<file path="src/bno_pkg.sv">
`default_nettype none

package bno_pkg;

    // SHTP channels
    localparam logic [7:0] CHANNEL_CONTROL = 8'h02;
    localparam logic [7:0] CHANNEL_REPORTS = 8'h03;
    localparam logic [7:0] CHANNEL_GYRO_RV = 8'h05;

    localparam logic [7:0] REPORT_ID_ROTATION_VECTOR = 8'h05;
    localparam logic [7:0] REPORT_ID_GYROSCOPE       = 8'h02;
    localparam logic [7:0] REPORT_ID_SET_FEATURE     = 8'hFD;
    localparam logic [7:0] REPORT_ID_PRODUCT_ID_REQ  = 8'hF9;

    localparam logic [31:0] REPORT_INTERVAL_US = 32'd20000; // 50 Hz

    localparam int SHTP_HEADER_BYTES = 4;
    localparam int NUM_INIT_CMDS     = 3;

    typedef struct packed {
        logic       start;
        logic [7:0] tx_data;
    } spi_cmd_t;

    typedef struct packed {
        logic       done;
        logic [7:0] rx_data;
    } spi_resp_t;

    typedef struct packed {
        logic [7:0] data;
        logic [7:0] channel;
        logic       first;   // Payload offset 0
    } shtp_byte_t;

    typedef enum logic {
        ROTATION,
        GYRO
    } report_kind_t;

    typedef struct packed {
        report_kind_t       kind;
        logic signed [15:0] x;
        logic signed [15:0] y;
        logic signed [15:0] z;
        logic signed [15:0] w;   // Zero for gyro
    } sensor_report_t;

    // Total bytes of init command including header
    function automatic logic [7:0] cmd_len(input logic [1:0] step);
        case (step)
            2'd0:    return 8'd5;
            2'd1:    return 8'd17;
            2'd2:    return 8'd17;
            default: return 8'd0;
        endcase
    endfunction

    function automatic logic [7:0] cmd_byte(input logic [1:0] step, input logic [7:0] idx);
        logic [7:0] b;
        b = 8'h00;
        case (idx)
            8'd0: b = cmd_len(step);  // Length LSB
            8'd2: b = CHANNEL_CONTROL;
            8'd3: b = {6'd0, step};   // Sequence number
            8'd4: b = (step == 2'd0) ? REPORT_ID_PRODUCT_ID_REQ : REPORT_ID_SET_FEATURE;
            8'd5: begin
                if (step == 2'd1) begin
                    b = REPORT_ID_ROTATION_VECTOR;
                end else if (step == 2'd2) begin
                    b = REPORT_ID_GYROSCOPE;
                end
            end
            // Report interval in little-endian order
            8'd9:  b = (step != 2'd0) ? REPORT_INTERVAL_US[7:0] : 8'h00;
            8'd10: b = (step != 2'd0) ? REPORT_INTERVAL_US[15:8] : 8'h00;
            8'd11: b = (step != 2'd0) ? REPORT_INTERVAL_US[23:16] : 8'h00;
            8'd12: b = (step != 2'd0) ? REPORT_INTERVAL_US[31:24] : 8'h00;
            default: b = 8'h00;
        endcase
        return b;
    endfunction

endpackage

`default_nettype wire

</file>
<file path="src/stream_fifo.sv">
`timescale 1ns/1ps
`default_nettype none

module stream_fifo #(
    parameter type payload_t = logic [7:0],
    parameter int  DEPTH     = 4
) (
    input  logic     clk,
    input  logic     rst_n,
    input  payload_t in_data,
    input  logic     in_valid,
    output logic     in_ready,
    output payload_t out_data,
    output logic     out_valid,
    input  logic     out_ready
);

    localparam int AW = (DEPTH > 1) ? $clog2(DEPTH) : 1;

    payload_t      mem [DEPTH];
    logic [AW-1:0] wr_ptr;
    logic [AW-1:0] rd_ptr;
    logic [AW:0]   count;
    logic          push;
    logic          pop;

    assign in_ready  = (count != (AW+1)'(DEPTH));
    assign out_valid = (count != '0);
    assign out_data  = mem[rd_ptr]; // Head entry stays put until popped
    assign push      = in_valid && in_ready;
    assign pop       = out_valid && out_ready;

    always_ff @(posedge clk or negedge rst_n) begin
        if (!rst_n) begin
            wr_ptr <= '0;
            rd_ptr <= '0;
            count  <= '0;
        end else begin
            if (push) wr_ptr <= (wr_ptr == AW'(DEPTH - 1)) ? '0 : wr_ptr + 1'b1;
            if (pop)  rd_ptr <= (rd_ptr == AW'(DEPTH - 1)) ? '0 : rd_ptr + 1'b1;
            case ({push, pop})
                2'b10:   count <= count + 1'b1;
                2'b01:   count <= count - 1'b1;
                default: count <= count;
            endcase
        end
    end

    always_ff @(posedge clk) begin
        if (push) mem[wr_ptr] <= in_data;
    end

endmodule

`default_nettype wire

</file>
<file path="src/shtp_link_ctrl.sv">
`timescale 1ns/1ps
`default_nettype none

module shtp_link_ctrl import bno_pkg::*; #(
    parameter int unsigned POWERUP_CYCLES = 1000,
    parameter int unsigned WAKE_CYCLES    = 16,
    parameter int unsigned CMD_GAP_CYCLES = 100
) (
    input  logic       clk,
    input  logic       rst_n,
    input  logic       int_n,
    output spi_cmd_t   spi_cmd,
    input  spi_resp_t  spi_resp,
    output logic       cs_n,
    output logic       ps0_wake,
    output logic       initialized,
    output shtp_byte_t byte_out,
    output logic       byte_valid,
    input  logic       byte_ready
);

    typedef enum logic [3:0] {
        ST_POWERUP,
        ST_WAKE,
        ST_WAIT_INT,
        ST_CS_SETUP,
        ST_SEND,
        ST_GAP,
        ST_IDLE,
        ST_READ_SETUP,
        ST_HEADER,
        ST_PAYLOAD
    } state_t;

    state_t      state;
    logic        int_meta;
    logic        int_sync;
    logic [31:0] timer;
    logic [1:0]  step;      // Init command index
    logic [15:0] idx;       // Byte index within command, header or payload
    logic [15:0] pkt_len;
    logic [7:0]  channel;
    logic        pending;   // Byte outstanding at the SPI master
    logic        start_q;
    logic        last_payload;

    assign last_payload = (idx == pkt_len - 16'(SHTP_HEADER_BYTES + 1));

    // Command bytes while sending, zeros while reading
    assign spi_cmd = '{
        start:   start_q,
        tx_data: (state == ST_SEND) ? cmd_byte(step, idx[7:0]) : 8'h00
    };

    always_ff @(posedge clk or negedge rst_n) begin
        if (!rst_n) begin
            int_meta <= 1'b1;
            int_sync <= 1'b1;
        end else begin
            int_meta <= int_n;
            int_sync <= int_meta;
        end
    end

    always_ff @(posedge clk or negedge rst_n) begin
        if (!rst_n) begin
            state       <= ST_POWERUP;
            timer       <= '0;
            step        <= 2'd0;
            idx         <= '0;
            pkt_len     <= '0;
            channel     <= '0;
            pending     <= 1'b0;
            start_q     <= 1'b0;
            cs_n        <= 1'b1;
            ps0_wake    <= 1'b1;
            initialized <= 1'b0;
            byte_valid  <= 1'b0;
        end else begin
            start_q <= 1'b0;
            if (byte_valid && byte_ready) begin
                byte_valid <= 1'b0;
            end

            case (state)
                ST_POWERUP: begin
                    if (timer < POWERUP_CYCLES) begin
                        timer <= timer + 32'd1;
                    end else begin
                        timer <= '0;
                        state <= ST_WAKE;
                    end
                end

                ST_WAKE: begin
                    ps0_wake <= 1'b0; // Active low
                    if (timer < WAKE_CYCLES) begin
                        timer <= timer + 32'd1;
                    end else begin
                        timer <= '0;
                        state <= ST_WAIT_INT;
                    end
                end

                ST_WAIT_INT: if (!int_sync) state <= ST_CS_SETUP;

                ST_CS_SETUP: begin
                    cs_n     <= 1'b0;
                    ps0_wake <= 1'b1;  // Wake released once CS is low
                    idx      <= '0;
                    state    <= ST_SEND;
                end

                ST_SEND: begin
                    if (spi_resp.done) begin
                        pending <= 1'b0;
                        if (idx[7:0] == cmd_len(step) - 8'd1) begin
                            cs_n  <= 1'b1;
                            timer <= '0;
                            state <= ST_GAP;
                        end else begin
                            idx <= idx + 16'd1;
                        end
                    end else if (!pending) begin
                        start_q <= 1'b1;
                        pending <= 1'b1;
                    end
                end

                ST_GAP: begin
                    if (timer < CMD_GAP_CYCLES) begin
                        timer <= timer + 32'd1;
                    end else if (step == 2'(NUM_INIT_CMDS - 1)) begin
                        initialized <= 1'b1;
                        state       <= ST_IDLE;
                    end else begin
                        timer <= '0;
                        step  <= step + 2'd1;
                        state <= ST_WAKE;
                    end
                end

                ST_IDLE: if (!int_sync) state <= ST_READ_SETUP;

                ST_READ_SETUP: begin
                    cs_n  <= 1'b0;
                    idx   <= '0;
                    state <= ST_HEADER;
                end

                ST_HEADER: begin
                    if (spi_resp.done) begin
                        pending <= 1'b0;
                        case (idx[1:0])
                            2'd0: pkt_len[7:0] <= spi_resp.rx_data;
                            2'd1: pkt_len[15:8] <= {1'b0, spi_resp.rx_data[6:0]}; // Drop continuation
                            2'd2: channel <= spi_resp.rx_data;
                            default: ;  // Sequence number unused
                        endcase
                        if (idx == 16'(SHTP_HEADER_BYTES - 1)) begin
                            idx <= '0;
                            if (pkt_len > 16'(SHTP_HEADER_BYTES)) begin
                                state <= ST_PAYLOAD;
                            end else begin
                                cs_n  <= 1'b1;
                                state <= ST_IDLE;
                            end
                        end else begin
                            idx <= idx + 16'd1;
                        end
                    end else if (!pending) begin
                        start_q <= 1'b1;
                        pending <= 1'b1;
                    end
                end

                ST_PAYLOAD: begin
                    if (spi_resp.done) begin
                        pending    <= 1'b0;
                        byte_valid <= 1'b1;
                        if (last_payload) begin
                            cs_n  <= 1'b1;
                            state <= ST_IDLE;
                        end else begin
                            idx <= idx + 16'd1;
                        end
                    end else if (!pending && !byte_valid) begin
                        // Next byte waits until the previous one is buffered
                        start_q <= 1'b1;
                        pending <= 1'b1;
                    end
                end

                default: state <= ST_POWERUP;
            endcase
        end
    end

    always_ff @(posedge clk) begin
        if (state == ST_PAYLOAD && spi_resp.done) begin
            byte_out <= '{data: spi_resp.rx_data, channel: channel, first: (idx == 16'd0)};
        end
    end

endmodule

`default_nettype wire

</file>
<file path="src/sh_report_parser.sv">
`timescale 1ns/1ps
`default_nettype none

module sh_report_parser import bno_pkg::*; (
    input  logic           clk,
    input  logic           rst_n,
    input  shtp_byte_t     byte_in,
    input  logic           byte_valid,
    output logic           byte_ready,
    output sensor_report_t report_out,
    output logic           report_valid,
    input  logic           report_ready
);

    logic               take;
    logic               chan_ok;
    logic               cur_active;
    logic [3:0]         cur_off;
    logic               active;    // Packet still of interest
    logic [3:0]         offset;    // Saturates at 15
    logic               known_id;
    report_kind_t       kind;
    logic [7:0]         lsb;
    logic signed [15:0] x_q;
    logic signed [15:0] y_q;
    logic signed [15:0] z_q;
    logic [15:0]        word;
    logic               emit_gyro;
    logic               emit_rot;

    // Output slot frees up in the cycle it is taken
    assign byte_ready = !report_valid || report_ready;
    assign take       = byte_valid && byte_ready;

    assign chan_ok    = (byte_in.channel == CHANNEL_REPORTS) ||
                        (byte_in.channel == CHANNEL_GYRO_RV);
    assign cur_active = byte_in.first ? chan_ok : active;
    assign cur_off    = byte_in.first ? 4'd0 : offset;
    assign known_id   = (byte_in.data == REPORT_ID_ROTATION_VECTOR) ||
                        (byte_in.data == REPORT_ID_GYROSCOPE);
    assign word       = {byte_in.data, lsb};  // Little-endian pair

    assign emit_gyro = take && cur_active && (cur_off == 4'd9) && (kind == GYRO);
    assign emit_rot  = take && cur_active && (cur_off == 4'd11) && (kind == ROTATION);

    always_ff @(posedge clk or negedge rst_n) begin
        if (!rst_n) begin
            active       <= 1'b0;
            offset       <= '0;
            report_valid <= 1'b0;
        end else begin
            if (report_valid && report_ready) report_valid <= 1'b0;
            if (emit_gyro || emit_rot) report_valid <= 1'b1;

            if (take) begin
                offset <= (cur_off == 4'hF) ? cur_off : cur_off + 4'd1;
                active <= cur_active;
                if (cur_off == 4'd0 && !known_id) begin
                    active <= 1'b0;
                end
                // One report per packet
                if (emit_gyro || emit_rot) begin
                    active <= 1'b0;
                end
            end
        end
    end

    always_ff @(posedge clk) begin
        if (take && cur_active) begin
            case (cur_off)
                4'd0: kind <= (byte_in.data == REPORT_ID_ROTATION_VECTOR) ? ROTATION : GYRO;
                4'd4, 4'd6, 4'd8, 4'd10: lsb <= byte_in.data;
                4'd5: x_q <= $signed(word);
                4'd7: y_q <= $signed(word);
                4'd9: z_q <= $signed(word);
                default: ;
            endcase
        end
        if (emit_gyro) begin
            report_out <= '{kind: GYRO, x: x_q, y: y_q, z: $signed(word), w: 16'sd0};
        end
        if (emit_rot) begin
            report_out <= '{kind: ROTATION, x: x_q, y: y_q, z: z_q, w: $signed(word)};
        end
    end

endmodule

`default_nettype wire

</file>
<file path="src/bno085_hub.sv">
`timescale 1ns/1ps
`default_nettype none

module bno085_hub import bno_pkg::*; #(
    parameter int unsigned POWERUP_CYCLES    = 300000,
    parameter int unsigned WAKE_CYCLES       = 450,
    parameter int unsigned CMD_GAP_CYCLES    = 30000,
    parameter int          BYTE_FIFO_DEPTH   = 16,
    parameter int          REPORT_FIFO_DEPTH = 4
) (
    input  logic           clk,
    input  logic           rst_n,
    input  logic           int_n,
    output spi_cmd_t       spi_cmd,
    input  spi_resp_t      spi_resp,
    output logic           cs_n,
    output logic           ps0_wake,
    output logic           initialized,
    output sensor_report_t report,
    output logic           report_valid,
    input  logic           report_ready
);

    shtp_byte_t     ctrl_byte;
    logic           ctrl_byte_valid;
    logic           ctrl_byte_ready;
    shtp_byte_t     parse_byte;
    logic           parse_byte_valid;
    logic           parse_byte_ready;
    sensor_report_t parse_report;
    logic           parse_report_valid;
    logic           parse_report_ready;

    shtp_link_ctrl #(
        .POWERUP_CYCLES (POWERUP_CYCLES),
        .WAKE_CYCLES    (WAKE_CYCLES),
        .CMD_GAP_CYCLES (CMD_GAP_CYCLES)
    ) link_ctrl_i (
        .clk         (clk),
        .rst_n       (rst_n),
        .int_n       (int_n),
        .spi_cmd     (spi_cmd),
        .spi_resp    (spi_resp),
        .cs_n        (cs_n),
        .ps0_wake    (ps0_wake),
        .initialized (initialized),
        .byte_out    (ctrl_byte),
        .byte_valid  (ctrl_byte_valid),
        .byte_ready  (ctrl_byte_ready)
    );

    // Payload bytes between SPI reads and parsing
    stream_fifo #(
        .payload_t (shtp_byte_t),
        .DEPTH     (BYTE_FIFO_DEPTH)
    ) byte_fifo_i (
        .clk       (clk),
        .rst_n     (rst_n),
        .in_data   (ctrl_byte),
        .in_valid  (ctrl_byte_valid),
        .in_ready  (ctrl_byte_ready),
        .out_data  (parse_byte),
        .out_valid (parse_byte_valid),
        .out_ready (parse_byte_ready)
    );

    sh_report_parser report_parser_i (
        .clk          (clk),
        .rst_n        (rst_n),
        .byte_in      (parse_byte),
        .byte_valid   (parse_byte_valid),
        .byte_ready   (parse_byte_ready),
        .report_out   (parse_report),
        .report_valid (parse_report_valid),
        .report_ready (parse_report_ready)
    );

    stream_fifo #(
        .payload_t (sensor_report_t),
        .DEPTH     (REPORT_FIFO_DEPTH)
    ) report_fifo_i (
        .clk       (clk),
        .rst_n     (rst_n),
        .in_data   (parse_report),
        .in_valid  (parse_report_valid),
        .in_ready  (parse_report_ready),
        .out_data  (report),
        .out_valid (report_valid),
        .out_ready (report_ready)
    );

endmodule

`default_nettype wire

</file>
<file path="config.mk">
export PLATFORM = sky130hd
export DESIGN_NAME = bno085_hub
export DESIGN_NICKNAME = d
export VERILOG_FILES = /design/src/bno_pkg.sv /design/src/stream_fifo.sv /design/src/shtp_link_ctrl.sv /design/src/sh_report_parser.sv /design/src/bno085_hub.sv
export SDC_FILE = /design/constraint.sdc
export NUM_CORES = 1
export LEC_CHECK = 0
export ABC_AREA = 1
export BUFFER_PORTS_ARGS = -buffer_cell sky130_fd_sc_hd__buf_2
export CAP_MARGIN = 0
export CORE_UTILIZATION = 50
export DETAILED_ROUTE_END_ITERATION = 16
export HOLD_SLACK_MARGIN = 0.05
export PLACE_DENSITY = 0.75
export SKIP_CTS_REPAIR_TIMING = 1
export SYNTH_ARGS = -nofsm -noshare
export SYNTH_HDL_FRONTEND = slang
export SYNTH_HIERARCHICAL = 1
export SYNTH_SLANG_ARGS = --single-unit
</file>
<file path="constraint.sdc">
create_clock -name clk -period 5.6 [get_ports clk]
set_input_delay 1.12 -clock clk [delete_from_list [all_inputs] [get_ports clk]]
set_output_delay 1.12 -clock clk [all_outputs]
set_load 0.005 [all_outputs]
</file>
==> metrics.txt <==
worst reg2reg setup slack=1.35 ns; vias per cell=5.24; fin nets=3320; unrepaired setup endpoints after global routing=no; layout cells sized above 1=0.0924; Worst-path clk slew=0.06 ns; Synth Flop Type=edfxtp_1; Final Hold Viols=0; Synth Register Bits=782; cells taking the most area after synthesis=edfxtp_1 59%, nand2_1 10%, dfrtp_1 7.8%; area leader, netlist=edfxtp_1; FF-to-FF End=report_parser_i/report_out[54]$_DFFE_PP_; Net Count, Synth=around 3.2k; Final min period=between 4 and 5 ns; Setup crit end kind=flip-flop; via count=22.1k; Ports=91; Detail Route Antenna Nets=0; reg-to-reg startpoint=byte_fifo_i/rd_ptr[2]$_DFFE_PN0P_; skew final=0.0266 ns; die area=69400 sq um; critical path class=flip-flop to flip-flop; CTS tree=yes; Vert. Die Dim=263 um; worst min path class=flip-flop to flip-flop; Iter 0 DRT Violations=about 1.7k; static leakage=15.4 nW; I/O Buffers=90; first-pass GRT wire length=about 110000 um; Longest Clk Path Bufs=3; FF-to-FF path depth=14; Rows=95; cell area after synthesis=around 34000 sq um; Slew @ Worst Pin=between 1 and 1.5 ns; pin count of the biggest net entering global routing=~180; Hold Startpoint=link_ctrl_i/int_meta$_DFF_PN1_; post-synthesis sequential area ratio=0.670; worst skew pair latency=0.64 ns; GRT Util Overall=0.206; CP max FO=between 60 and 70; Die Wd=263 um; Max Cap Violations=0; CP required=5.86 ns; Root Buffer=clkbuf_16; Pre-antenna DRT Iters=7; antenna violations before repair=0; Area growth syn-to-layout=10.8%; Post-synth EDFFs=670; hold depth=0; final core occ=0.562; maximum VDD drop=341 uV; Slew Viols, Final=0; GP Congestion=0.902; type of origin of the critical path=flip-flop; Fill cells=5430; CTS buffer count=between 70 and 80; Diodes inserted=0; Placeable Area=67400 sq um; hpwl dp=~44000 um; initial core utilization=0.507; crit path DAT=4.51 ns; Ys Warns=6; Post-synth ARST share=0.142; area of the multi-input gates=8930 sq um; total routed wirelength=between 70000 and 80000 um; Distinct cells, synth=51; Pwr per Cell Area=466 nW/um^2; outcome=finished, final reports clean; setup TNS=0 ns; Finish-stage setup viols=0; H-tree levels=3; vias in the first global route=21.3k; commonest cells in the netlist=952 x nand2_1, 670 x edfxtp_1, 408 x inv_1, 255 x nor2_1, 219 x nand3_1; Remaining DRCs=0; Syn Inst Count=3191; Slew HR=0.223; Post-Syn Area per Cell=10.7 sq um; GRT Residual Overflow=0; max frequency=approximately 240 MHz; DR WL/cell=17.0 um; clk sinks=between 700 and 800; Synth top area share=0.588; period utilization=0.758; Sequential cell area=22900 sq um; hold endpoint=link_ctrl_i/int_sync$_DFF_PN1_; top-count cell post-synth=nand2_1
## through the flow
step / std cells / setup slack (ns) / hold slack (ns) / total power [mW] / instance area [sq um]
final: 4206 / 1.35 / 0.356 / 17.7 / 37900
after floorplan: 3191 / 1.69 / 0.345 / 11.1 / 34200
after detailed placement: 4068 / 1.38 / 0.348 / 12.5 / 35300
after global routing: 4206 / 1.01 / 0.361 / 18.7 / 37900
after global placement: 4068 / 1.49 / 0.347 / 12.4 / 35300
after CTS: 4206 / 1.39 / 0.357 / 17.8 / 37900
## placed cells by master, fill, tap and decap left out, types with 3 or more instances in the layout
master	synthesis	routed
bufinv_16	0	9
a211oi_1	3	3
nor2_1	255	236
nand3_1	219	219
a31oi_1	4	4
clkinv_2	1	8
inv_2	10	10
clkbuf_8	0	7
nand2_1	952	952
dfrtp_1	107	104
buf_2	56	89
nor3b_1	7	7
nand2_2	5	5
xnor2_1	12	12
nor3_1	29	28
clkinvlp_4	0	7
o21ai_0	65	65
clkinv_16	0	3
clkinv_1	1	12
nor2_2	5	20
o21ai_1	17	17
o211ai_1	132	132
nor2_4	11	15
xor2_1	30	30
buf_4	11	35
dfstp_2	4	4
a21oi_1	21	21
clkbuf_1	20	14
nand3b_1	6	6
ha_1	32	32
edfxtp_1	670	670
inv_1	408	408
clkbuf_16	0	76
nand4_1	38	38
## per-layer routing
metal | up-vias | part of all wire | GRT usage
met5 | - | 0 | 0
met4 | 0 | 0.025 | 0.0670
met3 | 131 | 0.057 | 0.0325
met2 | 633 | 0.51 | 0.364
met1 | 10500 | 0.41 | 0.258
li1 | 10800 | - | -
## worst max-delay path by stage
stage                                       start  cells past startpoint                                        to  slack, ns
2_1_floorplan  report_fifo_i/count[0]$_DFFE_PN0P_                      4         report_fifo_i/mem[0][0]$_DFFE_PP_       1.69
5_1_grt         byte_fifo_i/rd_ptr[2]$_DFFE_PN0P_                     14  report_parser_i/report_out[56]$_DFFE_PP_       1.01
3_5_place_dp    byte_fifo_i/rd_ptr[2]$_DFFE_PN0P_                     14  report_parser_i/report_out[56]$_DFFE_PP_       1.38
4_1_cts         byte_fifo_i/rd_ptr[2]$_DFFE_PN0P_                     14  report_parser_i/report_out[52]$_DFFE_PP_       1.39
6_report        byte_fifo_i/rd_ptr[2]$_DFFE_PN0P_                     14  report_parser_i/report_out[54]$_DFFE_PP_       1.35
3_3_place_gp    byte_fifo_i/rd_ptr[2]$_DFFE_PN0P_                     14  report_parser_i/report_out[47]$_DFFE_PP_       1.49
## critical path, cell delays in order, from the launching register on
cell      delay (ns)
dfrtp_1         0.44
inv_2           0.37
nor2_8          0.56
nand3_1         0.13
nand2_1         0.09
nor2_1          0.04
nand2_1         0.06
nand2_1         0.16
nor2_1          0.28
ha_1            0.24
inv_1           0.07
nor2_1          0.08
nand2_1         0.06
nand3b_4        0.44
nand2_4         0.79
## sequential cells by signal, summed over array words and instances (netlist names), 5 cells and up
signal / flops
link_ctrl_i/pkt_len: 15
report_parser_i/z_q: 16
byte_fifo_i/count: 5
report_parser_i/x_q: 16
report_parser_i/report_out: 65
link_ctrl_i/timer: 32
link_ctrl_i/idx: 16
report_parser_i/lsb: 8
report_parser_i/y_q: 16
report_fifo_i/mem: 260
byte_fifo_i/mem: 272
link_ctrl_i/byte_out: 17
link_ctrl_i/channel: 8
## logic make-up (layout without fill, tap and decap cells)
logic type / Yosys count / after routing / synth area share
adders and majority gates: 34 / 34 / 0.0129
xor gates and xnor gates: 42 / 42 / 0.0108
DFF: 782 / 782 / 0.670
and+or+nand+nor: 1539 / 1539 / 0.188
AOI/OAI and AO/OA: 251 / 251 / 0.0476
buffers and inverters: 543 / 685 / 0.0706
## power breakdown
part	switching (mW)	total (mW)	internal (mW)	leakage, nW
combinational	3.70	5.42	1.72	6.70
clock	2.20	5.25	3.05	1.24
sequential	0.352	6.99	6.64	7.49
## area by class of cell
type / instances / area share
sequential: 782 / 0.605
multi-input combinational: 1866 / 0.236
tap: 873 / 0.0288
inverter: 421 / 0.0418
clock buffer: 97 / 0.0541
timing repair buffer: 126 / 0.0197
clock inverter: 41 / 0.0144
Note: power is estimated with default switching activity, not from simulation.
